<file path="src/lane_macros.svh">
////////////////////////////////////////////////////////////////////////////
// Lane size constants: data width, register count, index width, slice length
////////////////////////////////////////////////////////////////////////////

`ifndef LANE_MACROS_SVH
`define LANE_MACROS_SVH

`define LANE_DATA_W   32	// Data word width
`define LANE_NUM_REGS 32	// Register file depth
`define LANE_IDX_W    5	// Register index width
`define LANE_MAX_LEN  16	// Max slice length, also mask width

`endif

</file>
<file path="src/lane_pkg.sv">
////////////////////////////////////////////////////////////////////////////
// Lane types: opcodes, command word views and union, controller states
////////////////////////////////////////////////////////////////////////////

`include "lane_macros.svh"

package lane_pkg;

	// Command codes
	typedef enum logic [3:0] {
		ADD   = 4'h0,
		SUB   = 4'h1,
		AND   = 4'h2,
		XOR   = 4'h3,
		MUL   = 4'h4,	// Low half of product
		CMPLT = 4'h5,	// Unsigned compare into mask
		LDI   = 4'h6,	// Load sign-extended immediate
		MVS   = 4'h7	// Move register to scalar out
	} opcode_e;

	////////////////////////////////////////////////////////////////////////////
	// Command word, two views of the same 32 bits
	////////////////////////////////////////////////////////////////////////////

	// Vector operations, CMPLT and MVS
	typedef struct packed {
		opcode_e                 op;
		logic                    masked;	// Gate writes by mask bit
		logic [3:0]              len_m1;	// Slice length minus one
		logic [`LANE_IDX_W-1:0]  dst;
		logic [`LANE_IDX_W-1:0]  src1;
		logic [`LANE_IDX_W-1:0]  src2;
		logic [7:0]              spare;
	} cmd_vec_t;

	// LDI only
	typedef struct packed {
		opcode_e                 op;
		logic [`LANE_IDX_W-1:0]  dst;
		logic [15:0]             imm;
		logic [6:0]              spare;
	} cmd_imm_t;

	// op sits in the top nibble of both views and picks the view
	typedef union packed {
		cmd_vec_t vec;
		cmd_imm_t imm;
	} cmd_u;

	// Lane controller
	typedef enum logic [1:0] {
		IDLE,
		ISSUE,
		DRAIN,
		DONE
	} ctrl_state_e;

endpackage

</file>
<file path="src/lane_if.sv">
////////////////////////////////////////////////////////////////////////////
// Element issue bus and write-back bus
////////////////////////////////////////////////////////////////////////////

`include "lane_macros.svh"

// One element per cycle while valid, no stall
interface elem_if;
	logic                             valid;
	lane_pkg::opcode_e                op;
	logic                             masked;
	logic [$clog2(`LANE_MAX_LEN)-1:0] elem;	// Element number in slice
	logic [`LANE_IDX_W-1:0]           dst;
	logic [`LANE_IDX_W-1:0]           src1;
	logic [`LANE_IDX_W-1:0]           src2;
	logic [15:0]                      imm;

	modport issue (
		output valid, op, masked, elem, dst, src1, src2, imm
	);
	modport exec (
		input valid, op, masked, elem, dst, src1, src2, imm
	);
endinterface

// Register write plus mask bit write
interface wb_if;
	logic                             we;
	logic [`LANE_IDX_W-1:0]           idx;
	logic [`LANE_DATA_W-1:0]          data;
	logic                             mask_we;
	logic                             mask_bit;
	logic [$clog2(`LANE_MAX_LEN)-1:0] mask_elem;

	modport source (
		output we, idx, data, mask_we, mask_bit, mask_elem
	);
	modport sink (
		input we, idx, data, mask_we, mask_bit, mask_elem
	);
endinterface

</file>
<file path="src/lane_ctrl.sv">
////////////////////////////////////////////////////////////////////////////
// Lane controller FSM: command accept, slice length decode, commit
////////////////////////////////////////////////////////////////////////////

`include "lane_macros.svh"

module lane_ctrl (
	input  logic                            clock,
	input  logic                            reset,
	input  logic                            cmd_valid,
	input  lane_pkg::cmd_u                  cmd,
	output logic                            start,		// One-cycle kick to counter
	output lane_pkg::cmd_u                  cmd_latched,
	output logic [$clog2(`LANE_MAX_LEN):0]  len,		// Elements in slice
	input  logic                            last,
	output logic                            busy,
	output logic                            commit,
	output logic                            scalar_valid
);

	lane_pkg::ctrl_state_e state;
	logic [1:0]            drain_cnt;
	logic                  accept;

	assign accept = cmd_valid && (state == lane_pkg::IDLE);

	// Held for the whole command
	always_ff @(posedge clock) begin
		if (accept) begin
			cmd_latched <= cmd;
		end
	end

	// LDI and MVS always touch one element
	always_comb begin
		case (cmd_latched.vec.op)
			lane_pkg::LDI, lane_pkg::MVS: len = 5'd1;
			default: len = {1'b0, cmd_latched.vec.len_m1} + 5'd1;
		endcase
	end

	////////////////////////////////////////////////////////////////////////////
	// State machine
	////////////////////////////////////////////////////////////////////////////

	always_ff @(posedge clock) begin
		if (reset) begin
			state     <= lane_pkg::IDLE;
			start     <= 1'b0;
			drain_cnt <= 2'd0;
		end else begin
			start <= accept;
			case (state)
				lane_pkg::IDLE: begin
					if (cmd_valid) begin
						state <= lane_pkg::ISSUE;
					end
				end
				lane_pkg::ISSUE: begin
					if (last) begin	// Final element issued
						state     <= lane_pkg::DRAIN;
						drain_cnt <= 2'd0;
					end
				end
				lane_pkg::DRAIN: begin
					// Execute and write-back of the last element
					drain_cnt <= drain_cnt + 2'd1;
					if (drain_cnt == 2'd1) begin
						state <= lane_pkg::DONE;
					end
				end
				default: state <= lane_pkg::IDLE;	// DONE lasts one cycle
			endcase
		end
	end

	assign busy         = (state != lane_pkg::IDLE);
	assign commit       = (state == lane_pkg::DONE);
	assign scalar_valid = commit && (cmd_latched.vec.op == lane_pkg::MVS);

endmodule

</file>
<file path="src/slice_counter.sv">
////////////////////////////////////////////////////////////////////////////
// Slice index counter: element number and per-element register indexes
////////////////////////////////////////////////////////////////////////////

`include "lane_macros.svh"

module slice_counter (
	input  logic                           clock,
	input  logic                           reset,
	input  logic                           start,
	input  lane_pkg::cmd_u                 cmd,
	input  logic [$clog2(`LANE_MAX_LEN):0] len,
	output logic                           last,	// Final element on the bus
	elem_if.issue                          issue
);

	localparam int ELEM_W = $clog2(`LANE_MAX_LEN);
	localparam int IDX_W  = `LANE_IDX_W;

	logic [ELEM_W-1:0] count;
	logic              run;
	logic              is_imm;
	logic [IDX_W-1:0]  base_dst;

	always_ff @(posedge clock) begin
		if (reset) begin
			run   <= 1'b0;
			count <= '0;
		end else if (start) begin
			run   <= 1'b1;
			count <= '0;
		end else if (run) begin
			if (last) begin
				run <= 1'b0;
			end else begin
				count <= count + 1'b1;
			end
		end
	end

	assign last = run && (({1'b0, count} + 1'b1) == len);

	// dst sits in a different place in the immediate view
	assign is_imm   = (cmd.vec.op == lane_pkg::LDI);
	assign base_dst = is_imm ? cmd.imm.dst : cmd.vec.dst;

	assign issue.valid  = run;
	assign issue.op     = cmd.vec.op;
	assign issue.masked = is_imm ? 1'b0 : cmd.vec.masked;
	assign issue.elem   = count;
	assign issue.dst    = base_dst + IDX_W'(count);		// Wraps mod 32
	assign issue.src1   = cmd.vec.src1 + IDX_W'(count);
	assign issue.src2   = cmd.vec.src2 + IDX_W'(count);
	assign issue.imm    = cmd.imm.imm;

endmodule

</file>
<file path="src/reg_file.sv">
////////////////////////////////////////////////////////////////////////////
// Register file, two registered read ports and one write port
////////////////////////////////////////////////////////////////////////////

`include "lane_macros.svh"

module reg_file (
	input  logic                    clock,
	input  logic                    reset,
	elem_if.exec                    rd,
	wb_if.sink                      wb,
	output logic [`LANE_DATA_W-1:0] rdata1,
	output logic [`LANE_DATA_W-1:0] rdata2
);

	localparam int NUM_REGS = `LANE_NUM_REGS;

	logic [`LANE_DATA_W-1:0] regs [NUM_REGS];

	// Write port
	always_ff @(posedge clock) begin
		if (reset) begin
			for (int i = 0; i < NUM_REGS; i++) begin
				regs[i] <= '0;
			end
		end else if (wb.we) begin
			regs[wb.idx] <= wb.data;
		end
	end

	// Read ports, data out one cycle after the address
	always_ff @(posedge clock) begin
		if (rd.valid) begin
			rdata1 <= regs[rd.src1];
			rdata2 <= regs[rd.src2];
		end
	end

endmodule

</file>
<file path="src/mask_reg.sv">
////////////////////////////////////////////////////////////////////////////
// Per-element mask register
////////////////////////////////////////////////////////////////////////////

`include "lane_macros.svh"

module mask_reg (
	input  logic                             clock,
	input  logic                             reset,
	wb_if.sink                               wb,
	input  logic [$clog2(`LANE_MAX_LEN)-1:0] elem,
	output logic                             bit_out
);

	logic [`LANE_MAX_LEN-1:0] mask;

	// All elements enabled out of reset
	always_ff @(posedge clock) begin
		if (reset) begin
			mask <= '1;
		end else if (wb.mask_we) begin
			mask[wb.mask_elem] <= wb.mask_bit;	// CMPLT result
		end
	end

	assign bit_out = mask[elem];

endmodule

</file>
<file path="src/vec_alu.sv">
////////////////////////////////////////////////////////////////////////////
// Execute stage: operation select, mask gating, write-back, scalar out
////////////////////////////////////////////////////////////////////////////

`include "lane_macros.svh"

module vec_alu (
	input  logic                    clock,
	input  logic                    reset,
	elem_if.exec                    exe,
	input  logic [`LANE_DATA_W-1:0] rdata1,
	input  logic [`LANE_DATA_W-1:0] rdata2,
	input  logic                    mask_bit,
	wb_if.source                    wb,
	output logic [`LANE_DATA_W-1:0] scalar_data
);

	localparam int DATA_W = `LANE_DATA_W;

	// Issue fields lined up with the read data
	logic                             s_valid;
	lane_pkg::opcode_e                s_op;
	logic                             s_masked;
	logic                             s_mask_bit;
	logic [$clog2(`LANE_MAX_LEN)-1:0] s_elem;
	logic [`LANE_IDX_W-1:0]           s_dst;
	logic [15:0]                      s_imm;

	logic [DATA_W-1:0] result;
	logic              writes_reg;
	logic              mask_ok;

	always_ff @(posedge clock) begin
		s_op       <= exe.op;
		s_masked   <= exe.masked;
		s_mask_bit <= mask_bit;
		s_elem     <= exe.elem;
		s_dst      <= exe.dst;
		s_imm      <= exe.imm;
	end

	////////////////////////////////////////////////////////////////////////////
	// Operation
	////////////////////////////////////////////////////////////////////////////

	always_comb begin
		writes_reg = 1'b1;
		case (s_op)
			lane_pkg::ADD: result = rdata1 + rdata2;
			lane_pkg::SUB: result = rdata1 - rdata2;
			lane_pkg::AND: result = rdata1 & rdata2;
			lane_pkg::XOR: result = rdata1 ^ rdata2;
			lane_pkg::MUL: result = rdata1 * rdata2;	// Low word kept
			lane_pkg::LDI: result = {{(DATA_W - 16){s_imm[15]}}, s_imm};
			default: begin	// CMPLT and MVS leave the registers alone
				result     = rdata1;
				writes_reg = 1'b0;
			end
		endcase
	end

	assign mask_ok = !s_masked || s_mask_bit;

	// Control
	always_ff @(posedge clock) begin
		if (reset) begin
			s_valid    <= 1'b0;
			wb.we      <= 1'b0;
			wb.mask_we <= 1'b0;
		end else begin
			s_valid    <= exe.valid;
			wb.we      <= s_valid && writes_reg && mask_ok;
			wb.mask_we <= s_valid && (s_op == lane_pkg::CMPLT);
		end
	end

	// Payload
	always_ff @(posedge clock) begin
		wb.idx       <= s_dst;
		wb.data      <= result;
		wb.mask_bit  <= (rdata1 < rdata2);	// Unsigned
		wb.mask_elem <= s_elem;
		if (s_valid && (s_op == lane_pkg::MVS)) begin
			scalar_data <= rdata1;
		end
	end

endmodule

</file>
<file path="src/lane_unit.sv">
////////////////////////////////////////////////////////////////////////////
// Lane top: controller, slice counter, register file, mask, execute stage
////////////////////////////////////////////////////////////////////////////

`include "lane_macros.svh"

module lane_unit (
	input  logic                    clock,
	input  logic                    reset,
	input  logic                    cmd_valid,
	input  logic [31:0]             cmd_word,
	output logic                    busy,
	output logic                    commit,
	output logic                    scalar_valid,
	output logic [`LANE_DATA_W-1:0] scalar_data
);

	elem_if issue_bus ();
	wb_if   wb_bus ();

	lane_pkg::cmd_u                 cmd_in;
	lane_pkg::cmd_u                 cmd_latched;
	logic                           start;
	logic                           last;
	logic [$clog2(`LANE_MAX_LEN):0] len;
	logic                           mask_bit;
	logic [`LANE_DATA_W-1:0]        rdata1;
	logic [`LANE_DATA_W-1:0]        rdata2;

	assign cmd_in = cmd_word;

	////////////////////////////////////////////////////////////////////////////
	// Control and issue
	////////////////////////////////////////////////////////////////////////////

	lane_ctrl lane_ctrl_inst (
		.clock        (clock),
		.reset        (reset),
		.cmd_valid    (cmd_valid),
		.cmd          (cmd_in),
		.start        (start),
		.cmd_latched  (cmd_latched),
		.len          (len),
		.last         (last),
		.busy         (busy),
		.commit       (commit),
		.scalar_valid (scalar_valid)
	);

	slice_counter slice_counter_inst (
		.clock (clock),
		.reset (reset),
		.start (start),
		.cmd   (cmd_latched),
		.len   (len),
		.last  (last),
		.issue (issue_bus.issue)
	);

	////////////////////////////////////////////////////////////////////////////
	// Datapath
	////////////////////////////////////////////////////////////////////////////

	reg_file reg_file_inst (
		.clock  (clock),
		.reset  (reset),
		.rd     (issue_bus.exec),
		.wb     (wb_bus.sink),
		.rdata1 (rdata1),
		.rdata2 (rdata2)
	);

	// Mask bit looked up at issue, carried along by the execute stage
	mask_reg mask_reg_inst (
		.clock   (clock),
		.reset   (reset),
		.wb      (wb_bus.sink),
		.elem    (issue_bus.elem),
		.bit_out (mask_bit)
	);

	vec_alu vec_alu_inst (
		.clock       (clock),
		.reset       (reset),
		.exe         (issue_bus.exec),
		.rdata1      (rdata1),
		.rdata2      (rdata2),
		.mask_bit    (mask_bit),
		.wb          (wb_bus.source),
		.scalar_data (scalar_data)
	);

endmodule

</file>
<file path="config.mk">
export PLATFORM = sky130hd
export DESIGN_NAME = lane_unit
export DESIGN_NICKNAME = d
export VERILOG_FILES = /design/src/lane_pkg.sv /design/src/lane_if.sv /design/src/lane_ctrl.sv /design/src/slice_counter.sv /design/src/reg_file.sv /design/src/mask_reg.sv /design/src/vec_alu.sv /design/src/lane_unit.sv
export VERILOG_INCLUDE_DIRS = /design/src
export SDC_FILE = /design/constraint.sdc
export NUM_CORES = 2
export LEC_CHECK = 0
export ABC_CLOCK_PERIOD_IN_PS = 11600
export BUFFER_PORTS_ARGS = -buffer_cell sky130_fd_sc_hd__buf_2
export CORE_MARGIN = 4
export CORE_UTILIZATION = 60
export CTS_BUF_LIST = sky130_fd_sc_hd__clkbuf_4
export CTS_CLUSTER_SIZE = 14
export DETAILED_ROUTE_END_ITERATION = 10
export PLACE_DENSITY = 0.85
export SLEW_MARGIN = 30
export SYNTH_ARGS = -nofsm -noshare
export SYNTH_HDL_FRONTEND = slang
export SYNTH_SLANG_ARGS = --single-unit
</file>
<file path="constraint.sdc">
create_clock -name clock -period 11.6 [get_ports clock]
set_clock_uncertainty 0.05 [all_clocks]
set_input_delay 0 -clock clock [delete_from_list [all_inputs] [get_ports clock]]
set_output_delay 0 -clock clock [all_outputs]
set_load 0.05 [all_outputs]
</file>
==> impl_metrics.tcl <==
set metrics [dict create \
    status "complete, no violations" \
    endpoint_kind "flip-flop" \
    cts_tree "done" \
    regToRegEndpoint "vec_alu_inst.wb.data[31]" \
    drt-initial-drc-count 8198 \
    die_x_um 376 \
    setup.worst_path.start_class "flip-flop" \
    routabilityCongestion 0.993 \
    drv_cap 0 \
    ys_warn_count 0 \
    critical-path-top-delay-family "adder cells" \
    final_cell_mix "1305 x and2_1, 1145 x edfxtp_1, 645 x mux4_2" \
    drtAntennaViolNets 0 \
    fmaxAchievable_mhz 125 \
    synth_cell_types 92 \
    period_share_pct 68.9 \
    synth_seq_cells 1247 \
    max_slew.worst_pin.slew_ps 1120 \
    r2r_slack_ps 3600 \
    nets 6807 \
    wl_um 249000 \
    dieArea_um2 142000 \
    reg2regPathDepth 21 \
    cts_root_buffer "clkbuf_4" \
    syn_area_per_cell_um2 13.5 \
    drive_gt1_share_pct 24.7 \
    die_h_um 376 \
    synthArstFlopShare_pct 0 \
    grt_pass1_wl_um 369000 \
    drt_pre_antenna_iters 9 \
    worstSkewPairLatency_ps 1370 \
    antenna_found_initial 24 \
    clkSinkCount 1247 \
    syn_to_final_growth_pct 8.94 \
    cts_resized 0 \
    critPathSlowestCell "edfxtp_1" \
    track_usage_pct 35.6 \
    crit_top_cell "fa_1" \
    avgViaCountPerCell 6.81 \
    regToRegStartpoint "reg_file_inst.rdata2[13]" \
    holdWs_ps 70.1 \
    dp_hpwl_um 150000 \
    min_path_type "primary input to flip-flop" \
    hold_violations 0 \
    synth_nets 6673 \
    start_util_pct 60.6 \
    critPathMaxFanout 12 \
    crit_required_ps 12710 \
    fin_tns_setup_ps 0 \
    critPathMaxStageDelay_ps 890 \
    path_class "flip-flop to flip-flop" \
    rsz0062_at_grt "false" \
    min_path_cells 3 \
    clock_path_buffers 4 \
    setup_viol 0 \
    cts_made_buffers 337 \
    hold_start "cmd_word[14]" \
    regMostFlops "reg_file_inst.regs" \
    min_period_ps 8000 \
    drc 0 \
    grt_start_max_net_pins 123 \
    slew_headroom_pct 24.3 \
    routedWlPerCell_um 30.5 \
    layout_commonest_cell "and2_1" \
    worstPathArrival_ps 9110 \
    vias 55523 \
    grt_overflow 0 \
    synth-seq-area-share_pct 44.8 \
    clk_pin_slew_worst_paths_ps 60 \
    largest_reg_flops 1024 \
    synth_ff_type "edfxtp_1" \
    htreeDepth 5 \
    crit_chain "buf_4, ha_1, fa_1, fa_1, inv_1, fa_1, fa_1, inv_1, fa_1, fa_1, fa_1, fa_1, ha_1, a21o_1, a21oi_1, nand2b_1, o31ai_1, o21ai_0, xnor2_1, nand2_1, a31oi_1" \
    synthCells 6019 \
    hold_end "lane_ctrl_inst.cmd_latched[14]" \
    crit_buf_inv 3 \
    port_buffers 62 \
    io_pins 70 \
    rows 134 \
    synth_edf_count 1145 \
    core_region_area_um2 134000 \
    postCtsSetupBuffers 0 \
    grt_pass1_vias 58550 \
    syn-cell-area_um2 81300 \
    drv_slew 0 \
]
worst reg2reg max path, cell delays in order, from the launching register on:
cell and delay [ps]:
edfxtp_1 890, buf_4 360, ha_1 510, fa_1 540, fa_1 520, inv_1 80, fa_1 500, fa_1 510
inv_1 60, fa_1 550, fa_1 440, fa_1 530, fa_1 460, ha_1 390, a21o_1 200, a21oi_1 190
nand2b_1 80, o31ai_1 340, o21ai_0 290, xnor2_1 220, nand2_1 110, a31oi_1 190
cell type report:
class / count / area [um^2]
Antenna cell: 13 / 32.5
Clock buffer: 500 / 3750
Clock inverter: 64 / 408
Fill cell: 8927 / 45500
Inverter: 452 / 1700
Multi-Input combinational cell: 3832 / 41600
Sequential cell: 1247 / 36500
Tap cell: 1768 / 2210
Timing Repair Buffer: 283 / 2430
cell usage after synthesis, drive strengths merged, types with 5 or more instances:
cell type  instances  area, um^2
nor4               9        56.3
a21o              39         294
nand3b             7        52.6
mux2              68         766
o21a              11        82.6
a31o               5        43.8
inv              451        1690
nand2b            25         156
nor2             168         631
or2               36         225
nand2            270        1010
mux2i             18         180
fa               413        8270
xnor2             78         683
nand4              7        43.8
o21bai            17         128
a221oi            24         223
a21oi            101         505
a211oi            22         170
o31a               5        45.0
dfxtp            102        2040
o21ai             60         300
edfxtp          1145       34400
xor2              28         245
a211o             15         131
a2111oi            6        90.1
nor3              34         175
o31ai              7        52.6
nor2b             21         131
o211ai             9        67.6
and4               5        43.8
mux4             645       14500
and2            1306        8170
ha               206        2580
nand3             26         130
clkbuf           426        1600
or3               18         113
and3              18         113
a31oi             22         138
a221o              5        51.3
o221ai            11         103
buf               62         275
a21boi             7        52.6
metal layers:
layer / up-vias / routed length [um] / track usage [%]
li1: 21992 / - / -
met1: 27539 / 79600 / 43.4
met2: 4779 / 117000 / 56.0
met3: 1195 / 35800 / 11.7
met4: 18 / 16800 / 21.0
met5: - / 137 / 0
cell families (layout without fill, tap and decap cells):
logic type / count (synthesis) / count (layout) / synth area share [%]
compound gates: 414 / 414 / 3.60
flops: 1247 / 1247 / 44.8
buf+inv: 940 / 1299 / 4.39
fa+ha+maj: 619 / 619 / 13.3
other cells: 0 / 13 / 0
mux: 731 / 731 / 19.0
xor+xnor: 107 / 107 / 1.17
simple gates: 1961 / 1961 / 13.7
stage by stage:
step | util [%] | cells | area [um^2] | setup WS, ps
5_1_grt | 66.1 | 8150 | 88600 | 3380
2_1_floorplan | - | 6019 | 81300 | 4610
4_1_cts | 66.0 | 8145 | 88500 | 3710
3_3_place_gp | 62.1 | 7496 | 83300 | 3880
3_5_place_dp | 62.3 | 7506 | 83600 | 3790
6_report | 66.1 | 8159 | 88600 | 3600
worst max path at each step:
stage | startpoint | to | slack (ps) | cells after the start
after floorplan | reg_file_inst.rdata1[13] | vec_alu_inst.wb.data[31] | 4610 | 25
after global placement | reg_file_inst.rdata1[10] | vec_alu_inst.wb.data[31] | 3880 | 23
after detailed placement | reg_file_inst.rdata2[13] | vec_alu_inst.wb.data[31] | 3790 | 21
after CTS | reg_file_inst.rdata1[11] | vec_alu_inst.wb.data[31] | 3710 | 22
after global routing | reg_file_inst.rdata1[10] | vec_alu_inst.wb.data[31] | 3380 | 22
final | reg_file_inst.rdata2[13] | vec_alu_inst.wb.data[31] | 3600 | 21
timing repair:
action | CTS | global route
hold buffers | 75 | 0
hold endpoints to repair | 253 | 0
endpoints found under the setup margin | 0 | 0
Power is not shown: default switching activity piles up to over one toggle a cycle in this logic, so the estimate is an artifact.
